<file path="config.mk">
export PLATFORM = sky130hd
export DESIGN_NAME = ps2_kbd_top
export DESIGN_NICKNAME = d
export VERILOG_FILES = /design/src/ps2_kbd_pkg.sv /design/src/ps2_kbd_top.sv /design/src/seg_display.sv /design/src/dec_seg_decoder.sv /design/src/hex_seg_decoder.sv /design/src/scan_fifo.sv /design/src/ps2_frame_rx.sv
export VERILOG_INCLUDE_DIRS = /design/src
export SDC_FILE = /design/constraint.sdc
export NUM_CORES = 1
export LEC_CHECK = 0
export BUFFER_PORTS_ARGS = -buffer_cell sky130_fd_sc_hd__buf_2
export CAP_MARGIN = 20
export CORE_MARGIN = 4
export CORE_UTILIZATION = 30
export CTS_BUF_LIST = sky130_fd_sc_hd__clkbuf_4 sky130_fd_sc_hd__clkbuf_8
export CTS_CLUSTER_DIAMETER = 80
export DETAILED_ROUTE_END_ITERATION = 6
export GPL_TIMING_DRIVEN = 0
export PLACE_DENSITY = 0.52
export SLEW_MARGIN = 40
export SYNTH_ARGS = -nofsm -noshare
export SYNTH_HDL_FRONTEND = slang
export SYNTH_SLANG_ARGS = --single-unit
export TNS_END_PERCENT = 50
</file>
<file path="constraint.sdc">
create_clock -name clk -period 6.5 [get_ports clk]
set_input_delay 1.3 -clock clk [delete_from_list [all_inputs] [get_ports clk]]
set_output_delay 1.3 -clock clk [all_outputs]
set_load 0.01 [all_outputs]
</file>
<file path="src/ps2_kbd_consts.svh">
`ifndef PS2_KBD_CONSTS_SVH
`define PS2_KBD_CONSTS_SVH

// the scan FIFO depth must be a power of two
`define PS2_FIFO_DEPTH 8
`define PS2_PTR_W ($clog2(`PS2_FIFO_DEPTH))

`define PS2_SYNC_STAGES 2  // flops ahead of the edge register

////////////////////////////////////////////////////////////////////////////
// active-low glyphs with segment a in bit 6 down to segment g in bit 0
////////////////////////////////////////////////////////////////////////////
`define SEG_BLANK   7'b1111111
`define SEG_DIGIT_0 7'b0000001
`define SEG_DIGIT_1 7'b1001111
`define SEG_DIGIT_2 7'b0010010
`define SEG_DIGIT_3 7'b0000110
`define SEG_DIGIT_4 7'b1001100
`define SEG_DIGIT_5 7'b0100100
`define SEG_DIGIT_6 7'b0100000
`define SEG_DIGIT_7 7'b0001111
`define SEG_DIGIT_8 7'b0000000
`define SEG_DIGIT_9 7'b0000100
`define SEG_DIGIT_A 7'b0001000
`define SEG_DIGIT_B 7'b1100000
`define SEG_DIGIT_C 7'b0110001
`define SEG_DIGIT_D 7'b1000010
`define SEG_DIGIT_E 7'b0110000
`define SEG_DIGIT_F 7'b0111000

`endif
</file>
<file path="src/ps2_kbd_pkg.sv">
`default_nettype none

package ps2_kbd_pkg;

    // one scan code as it comes off the keyboard
    typedef logic [7:0] scan_byte_t;

    // a 0 lights a segment with a in bit 6 and g in bit 0
    typedef logic [6:0] seg_t;

    // all four digits of the board in one bus
    typedef struct packed {
        seg_t hex_lo;    // low nibble in hex
        seg_t hex_hi;    // high nibble in hex
        seg_t dec_ones;  // ones of the value mod 100
        seg_t dec_tens;  // tens of the value mod 100
    } seg_bank_t;

endpackage

`default_nettype wire

</file>
<file path="src/ps2_kbd_top.sv">
`timescale 1ns/10ps
`default_nettype none

module ps2_kbd_top (
    input  wire logic               clk,
    input  wire logic               reset,
    input  wire logic               ps2_clk,
    input  wire logic               ps2_data,
    input  wire logic               next_n,   // low pops the shown byte
    output ps2_kbd_pkg::scan_byte_t data,
    output logic                    ready,
    output logic                    overflow,
    output ps2_kbd_pkg::seg_bank_t  segs
);

    logic                    byte_valid;
    ps2_kbd_pkg::scan_byte_t rx_byte;
    ps2_kbd_pkg::seg_bank_t  hex_segs;
    ps2_kbd_pkg::seg_bank_t  dec_segs;

    ////////////////////////////////////////////////////////////////////////////
    // receive chain
    ////////////////////////////////////////////////////////////////////////////
    ps2_frame_rx u_rx (
        .clk        (clk),
        .reset      (reset),
        .ps2_clk    (ps2_clk),
        .ps2_data   (ps2_data),
        .byte_valid (byte_valid),
        .byte_out   (rx_byte)
    );

    scan_fifo #(.payload_t(ps2_kbd_pkg::scan_byte_t)) u_fifo (
        .clk      (clk),
        .reset    (reset),
        .wr_en    (byte_valid),
        .wr_data  (rx_byte),
        .next_n   (next_n),
        .data     (data),
        .ready    (ready),
        .overflow (overflow)
    );

    ////////////////////////////////////////////////////////////////////////////
    // both decoders look at the FIFO head
    ////////////////////////////////////////////////////////////////////////////
    hex_seg_decoder u_hex (
        .data (data),
        .segs (hex_segs)
    );

    dec_seg_decoder u_dec (
        .data (data),
        .segs (dec_segs)
    );

    seg_display u_disp (
        .hex_segs (hex_segs),
        .dec_segs (dec_segs),
        .ready    (ready),
        .segs     (segs)
    );

endmodule

`default_nettype wire

</file>
<file path="src/seg_display.sv">
`timescale 1ns/10ps
`default_nettype none

`include "ps2_kbd_consts.svh"

module seg_display (
    input  wire ps2_kbd_pkg::seg_bank_t hex_segs,
    input  wire ps2_kbd_pkg::seg_bank_t dec_segs,
    input  wire logic                   ready,
    output ps2_kbd_pkg::seg_bank_t      segs
);

    ps2_kbd_pkg::seg_bank_t merged;

    ////////////////////////////////////////////////////////////////////////////
    // take the hex digits from one decoder and the decimal ones from the other
    ////////////////////////////////////////////////////////////////////////////
    always_comb begin
        merged.hex_lo   = hex_segs.hex_lo;
        merged.hex_hi   = hex_segs.hex_hi;
        merged.dec_ones = dec_segs.dec_ones;
        merged.dec_tens = dec_segs.dec_tens;
    end

    // the FIFO head is stale when nothing is ready, so show nothing
    always_comb begin
        if (ready) begin
            segs = merged;
        end else begin
            segs.hex_lo   = `SEG_BLANK;
            segs.hex_hi   = `SEG_BLANK;
            segs.dec_ones = `SEG_BLANK;
            segs.dec_tens = `SEG_BLANK;
        end
    end

endmodule

`default_nettype wire

</file>
<file path="src/dec_seg_decoder.sv">
`timescale 1ns/10ps
`default_nettype none

`include "ps2_kbd_consts.svh"

module dec_seg_decoder (
    input  wire ps2_kbd_pkg::scan_byte_t data,
    output ps2_kbd_pkg::seg_bank_t       segs
);

    logic [7:0] mod_val;  // 0 to 99
    logic [3:0] tens;
    logic [3:0] ones;

    function automatic ps2_kbd_pkg::seg_t dec_glyph(input logic [3:0] digit);
        ps2_kbd_pkg::seg_t glyph;
        case (digit)
            4'd0:    glyph = `SEG_DIGIT_0;
            4'd1:    glyph = `SEG_DIGIT_1;
            4'd2:    glyph = `SEG_DIGIT_2;
            4'd3:    glyph = `SEG_DIGIT_3;
            4'd4:    glyph = `SEG_DIGIT_4;
            4'd5:    glyph = `SEG_DIGIT_5;
            4'd6:    glyph = `SEG_DIGIT_6;
            4'd7:    glyph = `SEG_DIGIT_7;
            4'd8:    glyph = `SEG_DIGIT_8;
            4'd9:    glyph = `SEG_DIGIT_9;
            default: glyph = `SEG_BLANK;  // never hit for a mod 100 value
        endcase
        return glyph;
    endfunction

    // split the value mod 100 into its two decimal digits
    assign mod_val = data % 8'd100;
    assign tens    = 4'(mod_val / 8'd10);
    assign ones    = 4'(mod_val % 8'd10);

    always_comb begin
        segs.hex_lo   = `SEG_BLANK;
        segs.hex_hi   = `SEG_BLANK;
        segs.dec_ones = dec_glyph(ones);
        segs.dec_tens = dec_glyph(tens);
    end

endmodule

`default_nettype wire

</file>
<file path="src/hex_seg_decoder.sv">
`timescale 1ns/10ps
`default_nettype none

`include "ps2_kbd_consts.svh"

module hex_seg_decoder (
    input  wire ps2_kbd_pkg::scan_byte_t data,
    output ps2_kbd_pkg::seg_bank_t       segs
);

    function automatic ps2_kbd_pkg::seg_t hex_glyph(input logic [3:0] nibble);
        ps2_kbd_pkg::seg_t glyph;
        case (nibble)
            4'h0: glyph = `SEG_DIGIT_0;
            4'h1: glyph = `SEG_DIGIT_1;
            4'h2: glyph = `SEG_DIGIT_2;
            4'h3: glyph = `SEG_DIGIT_3;
            4'h4: glyph = `SEG_DIGIT_4;
            4'h5: glyph = `SEG_DIGIT_5;
            4'h6: glyph = `SEG_DIGIT_6;
            4'h7: glyph = `SEG_DIGIT_7;
            4'h8: glyph = `SEG_DIGIT_8;
            4'h9: glyph = `SEG_DIGIT_9;
            4'ha: glyph = `SEG_DIGIT_A;
            4'hb: glyph = `SEG_DIGIT_B;
            4'hc: glyph = `SEG_DIGIT_C;
            4'hd: glyph = `SEG_DIGIT_D;
            4'he: glyph = `SEG_DIGIT_E;
            4'hf: glyph = `SEG_DIGIT_F;
        endcase
        return glyph;
    endfunction

    always_comb begin
        segs.hex_lo   = hex_glyph(data[3:0]);
        segs.hex_hi   = hex_glyph(data[7:4]);
        segs.dec_ones = `SEG_BLANK;  // filled in by the decimal side
        segs.dec_tens = `SEG_BLANK;
    end

endmodule

`default_nettype wire

</file>
<file path="src/scan_fifo.sv">
`timescale 1ns/10ps
`default_nettype none

`include "ps2_kbd_consts.svh"

module scan_fifo #(
    parameter type payload_t = ps2_kbd_pkg::scan_byte_t
) (
    input  wire logic     clk,
    input  wire logic     reset,
    input  wire logic     wr_en,
    input  wire payload_t wr_data,
    input  wire logic     next_n,
    output payload_t      data,
    output logic          ready,
    output logic          overflow
);

    localparam int DEPTH = `PS2_FIFO_DEPTH;
    localparam int PTR_W = `PS2_PTR_W;
    localparam logic [PTR_W:0] PTR_ONE = 1;

    payload_t         mem [DEPTH];
    logic [PTR_W:0]   wr_ptr;  // top bit counts wraps
    logic [PTR_W:0]   rd_ptr;
    logic             empty;
    logic             full;
    logic             pop;
    logic             push;

    assign empty = (wr_ptr == rd_ptr);
    assign full  = (wr_ptr[PTR_W] != rd_ptr[PTR_W]) &&
                   (wr_ptr[PTR_W-1:0] == rd_ptr[PTR_W-1:0]);

    // next_n only counts while there is something to take
    assign pop  = ~empty & ~next_n;
    assign push = wr_en & (~full | pop);  // a pop frees the slot in the same cycle

    assign ready = ~empty;
    assign data  = mem[rd_ptr[PTR_W-1:0]];  // head entry is only valid while ready

    ////////////////////////////////////////////////////////////////////////////
    // pointers and flags
    ////////////////////////////////////////////////////////////////////////////
    always_ff @(posedge clk) begin
        if (reset) begin
            wr_ptr   <= '0;
            rd_ptr   <= '0;
            overflow <= 1'b0;
        end else begin
            if (push) begin
                wr_ptr <= wr_ptr + PTR_ONE;
            end
            if (pop) begin
                rd_ptr <= rd_ptr + PTR_ONE;
            end
            if (wr_en && !push) begin
                overflow <= 1'b1;  // sticky until reset
            end
        end
    end

    always_ff @(posedge clk) begin
        if (push) begin
            mem[wr_ptr[PTR_W-1:0]] <= wr_data;
        end
    end

endmodule

`default_nettype wire

</file>
<file path="src/ps2_frame_rx.sv">
`timescale 1ns/10ps
`default_nettype none

`include "ps2_kbd_consts.svh"

module ps2_frame_rx (
    input  wire logic                    clk,
    input  wire logic                    reset,
    input  wire logic                    ps2_clk,
    input  wire logic                    ps2_data,
    output logic                         byte_valid,
    output ps2_kbd_pkg::scan_byte_t      byte_out
);

    logic [`PS2_SYNC_STAGES-1:0] clk_sync;
    logic [`PS2_SYNC_STAGES-1:0] data_sync;
    logic                        clk_last;
    logic                        clk_fall;
    logic                        data_bit;
    logic [9:0]                  frame;     // start, data lsb first, parity
    logic [3:0]                  bit_cnt;
    logic                        frame_ok;

    ////////////////////////////////////////////////////////////////////////////
    // synchronizers and falling edge detect
    ////////////////////////////////////////////////////////////////////////////
    always_ff @(posedge clk) begin
        if (reset) begin
            clk_sync  <= '1;  // idle lines are high
            data_sync <= '1;
            clk_last  <= 1'b1;
        end else begin
            clk_sync  <= {clk_sync[`PS2_SYNC_STAGES-2:0], ps2_clk};
            data_sync <= {data_sync[`PS2_SYNC_STAGES-2:0], ps2_data};
            clk_last  <= clk_sync[`PS2_SYNC_STAGES-1];
        end
    end

    assign clk_fall = clk_last & ~clk_sync[`PS2_SYNC_STAGES-1];
    assign data_bit = data_sync[`PS2_SYNC_STAGES-1];

    // data_bit is the stop bit when this is looked at
    assign frame_ok = ~frame[0] & data_bit & (^frame[9:1]);

    ////////////////////////////////////////////////////////////////////////////
    // bit counter and frame check
    ////////////////////////////////////////////////////////////////////////////
    always_ff @(posedge clk) begin
        if (reset) begin
            bit_cnt    <= '0;
            byte_valid <= 1'b0;
        end else begin
            byte_valid <= 1'b0;
            if (clk_fall) begin
                if (bit_cnt == 4'd10) begin
                    bit_cnt    <= '0;  // bad frames are simply dropped
                    byte_valid <= frame_ok;
                end else begin
                    bit_cnt <= bit_cnt + 4'd1;
                end
            end
        end
    end

    always_ff @(posedge clk) begin
        if (clk_fall) begin
            if (bit_cnt != 4'd10) begin
                frame <= {data_bit, frame[9:1]};  // first bit ends up in frame[0]
            end else if (frame_ok) begin
                byte_out <= frame[8:1];
            end
        end
    end

endmodule

`default_nettype wire

</file>
Word level (Yosys, flattened, before mapping)
Memories as Yosys holds them, arrays and structs flattened. A register that Yosys moved wholly into a read port is not among the register bits.
Index checks and enable logic that the tools add are counted.
{"block": "word_totals", "out_inout_bits": 38, "ram_bits": 64, "memories": 5, "word_cells": 53, "romBits": 448, "input_bits": 5, "regBits": 37}
{"block": "op_classes", "n_mux": 6, "eq_ne": 5, "bitwise_logic": 14, "n_reduce_logical": 7, "n_addsub": 3, "div": 3}
{"memory": "(name not given)", "depth": 16, "word_bits": 7, "read_ports": 1, "rd_ports_with_merged_regs": 0, "wr": 0, "line_no": "dec_seg_decoder.sv:17", "source": "case (digit)"}
{"memory": "(name not given)", "depth": 16, "word_bits": 7, "read_ports": 1, "rd_ports_with_merged_regs": 0, "wr": 0, "line_no": "dec_seg_decoder.sv:17"}
{"memory": "(name not given)", "depth": 16, "word_bits": 7, "read_ports": 1, "rd_ports_with_merged_regs": 0, "wr": 0, "line_no": "hex_seg_decoder.sv:13", "source": "case (nibble)"}
{"memory": "(name not given)", "depth": 16, "word_bits": 7, "read_ports": 1, "rd_ports_with_merged_regs": 0, "wr": 0, "line_no": "hex_seg_decoder.sv:13"}
{"memory": "u_fifo.mem", "depth": 8, "word_bits": 8, "read_ports": 1, "rd_ports_with_merged_regs": 1, "wr": 1, "line_no": "scan_fifo.sv:23", "source": "payload_t mem [DEPTH];"}
{"op": "$mux W28", "count": 1}
{"op": "$add A4 B1 Y4 const B", "count": 3}
{"op": "$reduce_xor A9 Y1", "count": 1}
{"op": "$div A8 B4 Y8 const B", "count": 1}
{"op": "$mod A8 B4 Y8 const B", "count": 1}
{"op": "$mod A8 B7 Y8 const B", "count": 1}
{"op": "$not A1 Y1", "count": 8}
{"op": "$mux W3", "count": 2}
{"op": "$and A1 B1 Y1", "count": 5}
{"op": "$eq A4 B4 Y1", "count": 1}
{"op": "$eq A4 B4 Y1 const B", "count": 1}
{"op": "$mux W4", "count": 1}
{"op": "$ne A4 B4 Y1 const B", "count": 1}
{"op": "$eq A3 B3 Y1", "count": 1}
{"op": "$reduce_and A3 Y1", "count": 1}
{"op": "$reduce_or A3 Y1", "count": 1}
{"op": "$logic_and A1 B1 Y1", "count": 2}
{"op": "$mux W1", "count": 2}
{"op": "$reduce_and A2 Y1", "count": 1}
{"op": "$logic_not A1 Y1", "count": 1}
{"op": "$ne A1 B1 Y1", "count": 1}
{"op": "$or A1 B1 Y1", "count": 1}

Logic depth before layout (Yosys ltp)
Gate-level depths: netlist (run 1).
{"block": "logic_depth", "word_depth": 7, "ltp_mapped": 22}

Hierarchy
From an unflattened synthesis (run 1), not the netlist that was laid out.
{"block": "unflattened", "cells_unflattened": 578, "hier_area_um2": 6582.6}
{"module": "scan_fifo", "instances": 1, "cells_per_inst": 181, "seq_area_each_um2": 2162.1, "area_each_um2": 3138.0}
{"module": "dec_seg_decoder", "instances": 1, "cells_per_inst": 223, "seq_area_each_um2": 0.0, "area_each_um2": 1571.5}
{"module": "ps2_frame_rx", "instances": 1, "cells_per_inst": 65, "seq_area_each_um2": 740.7, "area_each_um2": 1011.0}
{"module": "hex_seg_decoder", "instances": 1, "cells_per_inst": 79, "seq_area_each_um2": 0.0, "area_each_um2": 666.9}
{"module": "seg_display", "instances": 1, "cells_per_inst": 30, "seq_area_each_um2": 0.0, "area_each_um2": 195.2}

Worst setup path before layout (run 1)
Ideal clock, no wire load.
{"block": "synth_timing", "path_kind": "flip-flop to output port", "start": "reg (tool-made name)", "end": "out segs[3] (netlist name)", "t_required_ns": 5.200, "stages_incl_launch_ff": 19, "n_path_buf": 4, "setup_slack_ns": 1.181, "t_arrival_ns": 4.019, "cell_sequence": "dfxtp_1 -> buf_6 -> buf_12 -> mux4_2 -> mux2i_4 -> buf_6 -> inv_6 -> o311a_4 -> a211oi_4 -> nor2_2 -> buf_6 -> nand2_1 -> o21ai_0 -> a221oi_1 -> inv_1 -> ha_1 -> nand2_1 -> o21ai_0 -> o21ai_0"}
{"item": "end, declared", "line_no": "ps2_kbd_top.sv:13", "source": "output ps2_kbd_pkg::seg_bank_t segs"}

==> results of run 1 <==
per-stage QoR:
step / setup WS (ps) / power [mW] / cells
CTS: 87.6 / 1.16 / 755
finish: 320 / 1.15 / 760
floorplan: 1180 / 0.736 / 462
global placement: 451 / 0.740 / 737
global route: -3.72 / 1.19 / 760
detailed placement: 367 / 0.740 / 739
where the power goes:
| group | internal [mW] | leakage [nW] | switching [mW] |
|---|---|---|---|
| clock | 0.219 | 0.110 | 0.205 |
| sequential | 0.711 | 0.916 | 0.00234 |
| combinational | 0.00491 | 1.22 | 0.00622 |
area by class of cell:
class,count,area (um^2)
Sequential cell,104,2900
Clock buffer,14,180
Fill cell,1795,12100
Buffer,20,135
Tap cell,234,293
Clock inverter,2,37.5
Timing Repair Buffer,48,253
Inverter,15,66.3
Multi-Input combinational cell,323,2690
metal layers:
layer / up-vias / global-route usage, % / routed length (um)
met5: - / 0 / 0
li1: 1856 / - / -
met1: 1875 / 14.5 / 5450
met2: 101 / 19.7 / 6110
met4: 0 / 3.51 / 161
met3: 14 / 2.02 / 529
sequential cells by signal, summed over array words and instances (netlist names), named ones only:
name	flops
u_rx.clk_sync	2
u_rx.frame	10
u_fifo.overflow	1
u_rx.bit_cnt	4
u_fifo.mem	64
u_rx.byte_out	8
u_rx.byte_valid	1
u_fifo.rd_ptr	4
u_rx.clk_last	1
u_rx.data_sync	2
u_fifo.wr_ptr	4
worst max-delay path by stage:
stage | depth (start not counted) | slack, ps | start | to
2_1_floorplan | 18 | 1180 | flip-flop | segs[3]
3_3_place_gp | 21 | 450 | flip-flop | segs[9]
3_5_place_dp | 17 | 370 | flip-flop | segs[3]
4_1_cts | 23 | 90 | flip-flop | segs[9]
5_1_grt | 23 | -4 | flip-flop | segs[9]
6_report | 23 | 320 | flip-flop | segs[9]
worst max-delay path: cells and delay by family, from the launching register on:
| family | cells | cell delay (ps) |
|---|---|---|
| flops | 1 | 340 |
| mux | 4 | 960 |
| xor+xnor | 1 | 140 |
| simple gates | 5 | 720 |
| fa+ha+maj | 2 | 460 |
| buf+inv | 8 | 1290 |
| compound gates | 3 | 600 |
cells in the final DEF, fill, tap and decap left out, types with 5 or more instances in the layout:
cell type,Yosys,layout
clkbuf_1,8,7
xor2_1,10,10
a21o_1,5,5
buf_4,3,9
nor2_2,2,6
mux2i_4,5,5
inv_1,7,7
edfxtp_1,82,82
inv_2,4,5
xnor2_1,11,11
mux2i_1,12,11
nor3_1,14,12
or2_2,5,5
o21ai_1,8,8
nand3_1,6,6
a21oi_1,18,18
clkbuf_8,0,12
o21ai_0,29,29
nor2_1,42,36
dfxtp_1,22,22
mux4_2,16,16
nand2b_1,6,6
a221o_1,6,6
buf_2,5,47
ha_1,22,22
nand2_1,34,34
repair_timing:
| action | CTS | global route |
|---|---|---|
| endpoints found under the setup margin | 2 | 2 |
| gates resized for setup | 2 | 10 |
| setup buffers | 0 | 5 |
| pin swaps | 0 | 2 |
cells by family (layout without fill, tap and decap cells):
group,after synthesis,in the layout,synth area share (%)
adders and majority gates,22,22,4.83
xor gates and xnor gates,24,24,4.08
DFF,104,104,50.9
AOI/OAI and AO/OA,106,106,13.9
muxes,37,37,11.3
and+or+nand+nor,134,134,11.6
buffers and inverters,35,99,3.42
==> metrics.csv, run 1 <==
metric,value,unit
hold slack final,424,ps
detailed-router iteration count before antenna repair,4,
vias per cell,5.06,
vias in the first global route,3756,
Power Density,175,nW/um^2
final WL,12200,um
Fin. Hold Viols,0,
Die H,146,um
Die Footprint,21300,um^2
hold path depth,1,
max frequency,162,MHz
Final min period,6180,ps
P_leak,2.25,nW
Area contributors post-synth,"edfxtp_1 43%, dfxtp_1 7.7%, mux4_2 6.3%",
post-synth cell types,74,
# hold bufs at CTS,0,
Longest Clk Path Bufs,2,
GRT Overall Usage,11.4,%
post-synth top area share,43.2,%
final core occ,35.1,%
hold_sp,u_rx.data_sync[0],
Worst Path Max Fanout,12,
Clock Sinks,104,
CP Class,flip-flop to primary output,
Final Setup Violations,0,
Slew @ Worst Pin,767,ps
htree depth,3,
DRC,0,
largest net degree at the start of global routing,17,
worst rel slew slack,48.6,%
Final Net Count,548,
Setup crit end kind,primary output,
Max Cap Viol,0,
Hold Path Class,flip-flop to flip-flop,
syn_nets,489,
first-pass GRT wire length,19600,um
RePlAce Congestion,0.863,
Commonest cells post-synth,"82 x edfxtp_1, 42 x nor2_1, 34 x nand2_1",
CTS tree,built,
final antenna-violating net count,0,
"area leader, netlist",edfxtp_1,
number of flops mapped to enable cells by yosys,82,
DPL Wire Length,8890,um
initial antenna violation count,0,
period utilisation layout,95.1,%
"most used cell, CP",buf_6,
vias post-DR,3846,
CP startpoint kind,flip-flop,
per-cell routed wire length,16.1,um
Mapped Cells,462,
sequential fraction of the synthesis area,50.9,%
r2r worst-path depth,7,
Core Rows,50,
Synth warnings,0,
Synth Cell Area,5700,um^2
Placed Area,6230,um^2
status,"complete, no violations",
"count leader, synth",edfxtp_1,
crit-path cells,buf_6 -> buf_12 -> mux4_2 -> mux2i_4 -> buf_6 -> ha_1 -> a211o_1 -> and2_1 -> buf_2 -> a211oi_4 -> nor2_4 -> buf_6 -> nor2_1 -> o31ai_1 -> nand4_2 -> clkinv_4 -> xnor2_4 -> inv_1 -> ha_1 -> mux2i_1 -> mux2i_1 -> nand2_1 -> buf_2,
Clock Skew,15.4,ps
"slowest stage delay, CP",530,ps
Die Wd,146,um
Final Max Tran Viols,0,
starting density of the core,30.5,%
setup tns final,0,ps
Synth-to-Final Area Change,15.0,%
Required @ worst endpoint,5200,ps
I/O Buffers,41,
Synth Flop Type,edfxtp_1,
fraction of layout instances using a drive strength above 1,27.8,%
"Avg Cell Area, Syn",12.3,um^2
n_diodes,0,
reg2reg end,u_fifo.mem[7][5],
Hold EP,u_rx.data_sync[1],
"Reg clk slew, reported paths",90,ps
Initial DRC Count,204,
Slowest cell on crit path,mux4_2,
remaining global-route overflow,0,
ys async rst share,0,%
I/O pin total,43,
CTS root buffer,clkbuf_8,
Synth Register Bits,104,
Num CTS Buffers,9,
Max VDD drop,0.000101,V
later-pin clock latency in the skew report,360,ps
Core Region,18700,um^2
"reg-to-reg slack, setup",3800,ps
CP arrival,4880,ps
cell area after layout,6560,um^2
worst reg2reg startpoint,u_fifo.wr_ptr[0],
Power figures use the tool's default switching activity.
==> run 2: changes to the inputs <==
ABC_AREA = 1   (was default)
CORE_UTILIZATION = 55   (was 30)
CTS_BUF_LIST = default   (was sky130_fd_sc_hd__clkbuf_4 sky130_fd_sc_hd__clkbuf_8)
PLACE_DENSITY = 0.8   (was 0.52)
==> metrics.csv, run 2 <==
metric,value,unit,change
Die Footprint,12200,um^2,-43%
Fin. Hold Viols,0,,unchanged
final core occ,61.9,%,+27 points
Commonest cells post-synth,"158 x nand2_1, 86 x inv_1, 82 x edfxtp_1",,
Die Wd,110,um,-24%
max frequency,169,MHz,+4.7%
worst rel slew slack,42.2,%,-6.4 points
DRC,0,,unchanged
RePlAce Congestion,0.869,,+0.67%
reg2reg end,u_fifo.mem[4][4],,
status,"complete, no violations",,
post-synth top area share,42.7,%,-0.50 points
Comb power frac,32.0,%,+31 points
Final min period,5900,ps,-276 ps
P_leak,2.64,nW,+17%
CP Class,flip-flop to primary output,,
worst reg2reg startpoint,u_fifo.wr_ptr[1],,
Setup crit end kind,primary output,,
Final Max Tran Viols,0,,unchanged
Synth Register Bits,104,,unchanged
"reg-to-reg slack, setup",4270,ps,+470 ps
Final Net Count,732,,+34%
htree depth,3,,unchanged
# fillers,868,,-52%
Clk pwr share,24.0,%,-13 points
I/O pin total,43,,unchanged
n_diodes,0,,unchanged
Core Region,10300,um^2,-45%
Core Rows,37,,-26%
"count leader, synth",nand2_1,,
"Avg Cell Area, Syn",8.85,um^2,-28%
vias post-DR,4559,,+19%
fraction of layout instances using a drive strength above 1,19.0,%,-8.7 points
Synth-to-Final Area Change,10.4,%,
most frequent cells in the layout,"158 x nand2_1, 86 x inv_1, 82 x edfxtp_1, 61 x nand3_1, 48 x buf_2",,
period utilisation layout,90.8,%,-4.3 points
Seq pwr share,44.0,%,-18 points
hold_sp,u_rx.clk_sync[0],,
Slew @ Worst Pin,861,ps,+93.2 ps
Final Setup Violations,0,,unchanged
initial antenna violation count,0,,unchanged
vias per cell,5.39,,+6.5%
final antenna-violating net count,0,,unchanged
"most used cell, CP",nand2_1,,
Required @ worst endpoint,5200,ps,about the same
CTS root buffer,clkbuf_8,,
Longest Clk Path Bufs,2,,unchanged
DPL Wire Length,8690,um,-2.3%
first-pass GRT wire length,20000,um,+2.4%
CTS tree,built,,
Hold Path Class,flip-flop to flip-flop,,
setup tns final,0,ps,unchanged
Clock Skew,6.91,ps,-8.49 ps
Die H,110,um,-24%
"Reg clk slew, reported paths",90,ps,about the same
remaining global-route overflow,0,,unchanged
Reg area,2900,um^2,unchanged
Clock Sinks,104,,unchanged
detailed-router iteration count before antenna repair,5,,+1
Hold EP,u_rx.clk_sync[1],,
"commonest non-fill, non-tap cell in the layout",nand2_1,,
switching share of power,35.0,%,+16 points
Max Cap Viol,0,,unchanged
largest net degree at the start of global routing,18,,+1
CP startpoint kind,flip-flop,,
Worst Path Max Fanout,11,,-1
Switch Pwr,0.569,mW,+170%
CP arrival,4600,ps,-280 ps
later-pin clock latency in the skew report,370,ps,about the same
Internal Pwr Total,1.06,mW,+13%
syn_nets,679,,+39%
Slowest cell on crit path,clkbuf_1,,
"slowest stage delay, CP",410,ps,-120 ps
GRT Overall Usage,19.9,%,+8.5 points
starting density of the core,56.1,%,+26 points
Tot Pwr,1.63,mW,+42%
RSZ-0062 raised after global routing,false,,
Power Density,256,nW/um^2,+46%
max FFs per register,64,,unchanged
Max VDD drop,0.000164,V,+62%
I/O Buffers,42,,+2.4%
r2r worst-path depth,9,,+2
Post-CTS Setup Inserts,0,,unchanged
sequential fraction of the synthesis area,50.3,%,-0.59 points
"area leader, netlist",edfxtp_1,,
Synth warnings,0,,unchanged
Synth Cell Area,5770,um^2,+1.2%
post-synth cell types,44,,-41%
per-cell routed wire length,14.4,um,-11%
final WL,12200,um,-0.77%
vias in the first global route,4374,,+16%
Area contributors post-synth,"edfxtp_1 43%, nand2_1 10%, dfxtp_1 7.6%",,
Synth Flop Type,edfxtp_1,,
cts repair resizes,0,,-2
Mapped Cells,652,,+41%
number of flops mapped to enable cells by yosys,82,,unchanged
footprint of the multi-input gates,2410,um^2,-10%
hold path depth,1,,unchanged
Num CTS Buffers,9,,unchanged
# hold bufs at CTS,0,,unchanged
Initial DRC Count,677,,+230%
ys async rst share,0,%,unchanged
==> run 2: cell count changes after synthesis, moves of 6 or more <==
cell	delta
a221o_1	-6
inv_1	+79
inv_2	+6
mux2i_1	-12
mux4_2	-16
nand2_1	+124
nand2_2	+15
nand2_4	+7
nand2b_1	-6
nand3_1	+55
nor3_1	-7
==> run 2: metal layers <==
metal	part of all wire [%]	GRT usage (%)
met5	0	0
met4	2.4	10.3
met3	4.7	2.03
met2	51	35.0
met1	41	24.0
==> run 2: area by class of cell <==
type / instances / area share, %
clock inverters: 7 / 1.12
multi-input cells: 433 / 37.9
inverters: 99 / 5.92
well taps: 136 / 2.67
repair buffers: 42 / 3.30
clock buffers: 9 / 1.95
flip-flops and latches: 104 / 45.6
plain buffers: 16 / 1.59
==> run 2: worst max-delay path by stage <==
stage / start / endpoint / cells past startpoint
final: flip-flop / segs[13] / 31
after global routing: flip-flop / segs[9] / 32
after CTS: flip-flop / segs[13] / 31
after detailed placement: flip-flop / segs[13] / 31
after global placement: flip-flop / segs[13] / 31
after floorplan: flip-flop / segs[10] / 30
==> run 2: cells by family after synthesis <==
kind of cell	Yosys count	synth area share, %
AOI/OAI and AO/OA	78	8.05
xor gates and xnor gates	14	2.13
adders and majority gates	22	4.77
buffers and inverters	115	8.29
DFF	104	50.3
and+or+nand+nor	319	26.4
==> run 2: per-stage QoR <==
stage | worst slack (ps) | std cells | hold slack (ps) | area, um^2
final | 596 | 846 | 423 | 6370
after global routing | 157 | 846 | 442 | 6370
after CTS | 594 | 846 | 430 | 6360
after global placement | 1180 | 830 | 396 | 6150
after floorplan | 1810 | 652 | 389 | 5770
after detailed placement | 1020 | 830 | 404 | 6160
==> run 2: power groups by stage <==
stage	Clock, mW	Sequential [mW]	Combinational, mW
floorplan	0	0.731	0.401
global placement	0	0.732	0.482
detailed placement	0	0.732	0.512
CTS	0.398	0.717	0.514
global route	0.423	0.718	0.582
finish	0.391	0.717	0.520
==> run 2: worst max-delay path, delay by kind of cell, from the launching register on <==
kind	cells	cell delay, ps
DFF	1	320
buffers and inverters	5	910
and+or+nand+nor	24	2500
adders and majority gates	2	490
==> run 3: changes to the inputs <==
CORE_ASPECT_RATIO = 1.2   (was default)
GPL_TIMING_DRIVEN = default   (was 0)
==> metrics.csv, run 3 (synthesis results as in run 2) <==
metric,value,unit,change
status,"complete, no violations",,
final antenna-violating net count,0,,unchanged
starting density of the core,57.1,%,+0.93 points
I/O pin total,43,,unchanged
Clk pwr share,30.6,%,+6.6 points
Core Region,10100,um^2,-1.6%
max FFs per register,64,,unchanged
detailed-router iteration count before antenna repair,5,,unchanged
vias post-DR,4606,,+1.0%
most frequent cells in the layout,"158 x nand2_1, 86 x inv_1, 82 x edfxtp_1, 61 x nand3_1, 42 x buf_2",,
DPL Wire Length,8670,um,-0.30%
RePlAce Congestion,0.846,,-2.6%
I/O Buffers,42,,unchanged
Max VDD drop,0.000176,V,+7.3%
Seq pwr share,40.5,%,-3.5 points
Hold Path Class,flip-flop to flip-flop,,
CP startpoint kind,flip-flop,,
final WL,12100,um,-0.37%
switching share of power,33.3,%,-1.6 points
DRC,0,,unchanged
vias per cell,5.59,,+3.7%
Die Wd,101,um,-8.1%
setup tns final,0,ps,unchanged
first-pass GRT wire length,20000,um,-0.20%
CP top delay family,simple AND/OR/NAND/NOR gates,,
Die Footprint,12200,um^2,about the same
Max Cap Viol,0,,unchanged
GRT Overall Usage,20.5,%,+0.64 points
largest net degree at the start of global routing,33,,+15
Internal Pwr Total,1.18,mW,+11%
Final Setup Violations,0,,unchanged
Slowest cell on crit path,dfxtp_1,,
# fillers,822,,-5.3%
Comb power frac,28.9,%,-3.1 points
worst path bufs/invs,3,,-2
CP Class,flip-flop to primary output,,
remaining global-route overflow,0,,unchanged
"most used cell, CP",nand2_1,,
Clock Skew,5.54,ps,-1.38 ps
Synth-to-Final Area Change,10.9,%,
CTS tree,built,,
Num CTS Buffers,9,,unchanged
CTS root buffer,clkbuf_16,,
"slowest stage delay, CP",570,ps,+160 ps
htree depth,3,,unchanged
Die H,120,um,+8.9%
P_leak,2.65,nW,+0.38%
# hold bufs at CTS,0,,unchanged
Placed Cells,808,,-2.7%
Core Rows,40,,+8.1%
cts repair resizes,0,,unchanged
Final Net Count,720,,-1.6%
Worst Path Max Fanout,12,,+1
initial antenna violation count,0,,unchanged
later-pin clock latency in the skew report,350,ps,-20 ps
fraction of layout instances using a drive strength above 1,18.5,%,-0.53 points
Fin. Hold Viols,0,,unchanged
n_diodes,0,,unchanged
worst rel slew slack,47.5,%,+5.2 points
Required @ worst endpoint,5200,ps,about the same
per-cell routed wire length,14.7,um,+2.3%
Final min period,5770,ps,-131 ps
"Reg clk slew, reported paths",70,ps,-20 ps
RSZ-0062 raised after global routing,false,,
Non-Filler Instances,824,,-2.6%
Initial DRC Count,426,,-37%
vias in the first global route,4381,,+0.16%
max frequency,173,MHz,+2.3%
Power Density,277,nW/um^2,+8.2%
period utilisation layout,88.8,%,-2.0 points
Setup crit end kind,primary output,,
Clock Sinks,104,,unchanged
Post-CTS Setup Inserts,0,,unchanged
"commonest non-fill, non-tap cell in the layout",nand2_1,,
Slew @ Worst Pin,786,ps,-74.4 ps
Final Max Tran Viols,0,,unchanged
CP arrival,4470,ps,-130 ps
Longest Clk Path Bufs,2,,unchanged
Switch Pwr,0.590,mW,+3.6%
## run 3: cell types whose count changed in the layout (fill, tap and decap cells not counted), sizes merged
cell / previous run / this run
clkinv: 4 / 3
buf: 54 / 46
clkbuf: 13 / 9
inv: 99 / 100
## run 3: per-stage QoR
stage | cell area (um^2) | utilization, % | hold slack (ps) | power [mW] | setup WS, ps
after detailed placement | 6080 | 60.1 | 397 | 1.24 | 1110
after floorplan | 5770 | - | 389 | 1.13 | 1810
after global placement | 6060 | 60.0 | 396 | 1.21 | 1390
after CTS | 6380 | 63.1 | 418 | 1.77 | 727
final | 6390 | 63.3 | 414 | 1.77 | 727
after global routing | 6390 | 63.3 | 429 | 1.87 | 233
## run 3: worst paths after layout
path	from	endpoint	slack [ps]	cells past startpoint
worst min register to register	u_rx.clk_sync[0]	u_rx.clk_sync[1]	410	1
worst max register to register	u_fifo.rd_ptr[0]	u_fifo.rd_ptr[3]	3900	9
worst min-delay path	u_rx.clk_sync[0]	u_rx.clk_sync[1]	410	1
worst max-delay path	flip-flop	segs[10]	730	29
## run 3: cell type report
type / instances / area (um^2) / area share (%)
Clock buffer: 9 / 225 / 3.52
Tap cell: 126 / 158 / 2.47
Inverter: 99 / 377 / 5.89
Clock inverter: 7 / 80.1 / 1.25
Sequential cell: 104 / 2900 / 45.4
Timing Repair Buffer: 46 / 240 / 3.76
Multi-Input combinational cell: 433 / 2410 / 37.7
## run 3: power by group through the flow
| stage | Sequential, mW | Clock [mW] | Combinational, mW |
|---|---|---|---|
| 2_1_floorplan | 0.731 | 0 | 0.401 |
| 3_5_place_dp | 0.732 | 0 | 0.507 |
| 4_1_cts | 0.717 | 0.545 | 0.509 |
| 6_report | 0.717 | 0.541 | 0.511 |
| 3_3_place_gp | 0.731 | 0 | 0.479 |
| 5_1_grt | 0.717 | 0.573 | 0.580 |
## run 3: routing by layer
layer | wire, um | GRT usage (%) | vias up
li1 | - | - | 2240
met1 | 4590 | 24.0 | 2175
met2 | 6360 | 37.0 | 163
met3 | 843 | 2.48 | 28
met4 | 313 | 9.23 | 0
met5 | 0 | 0 | -
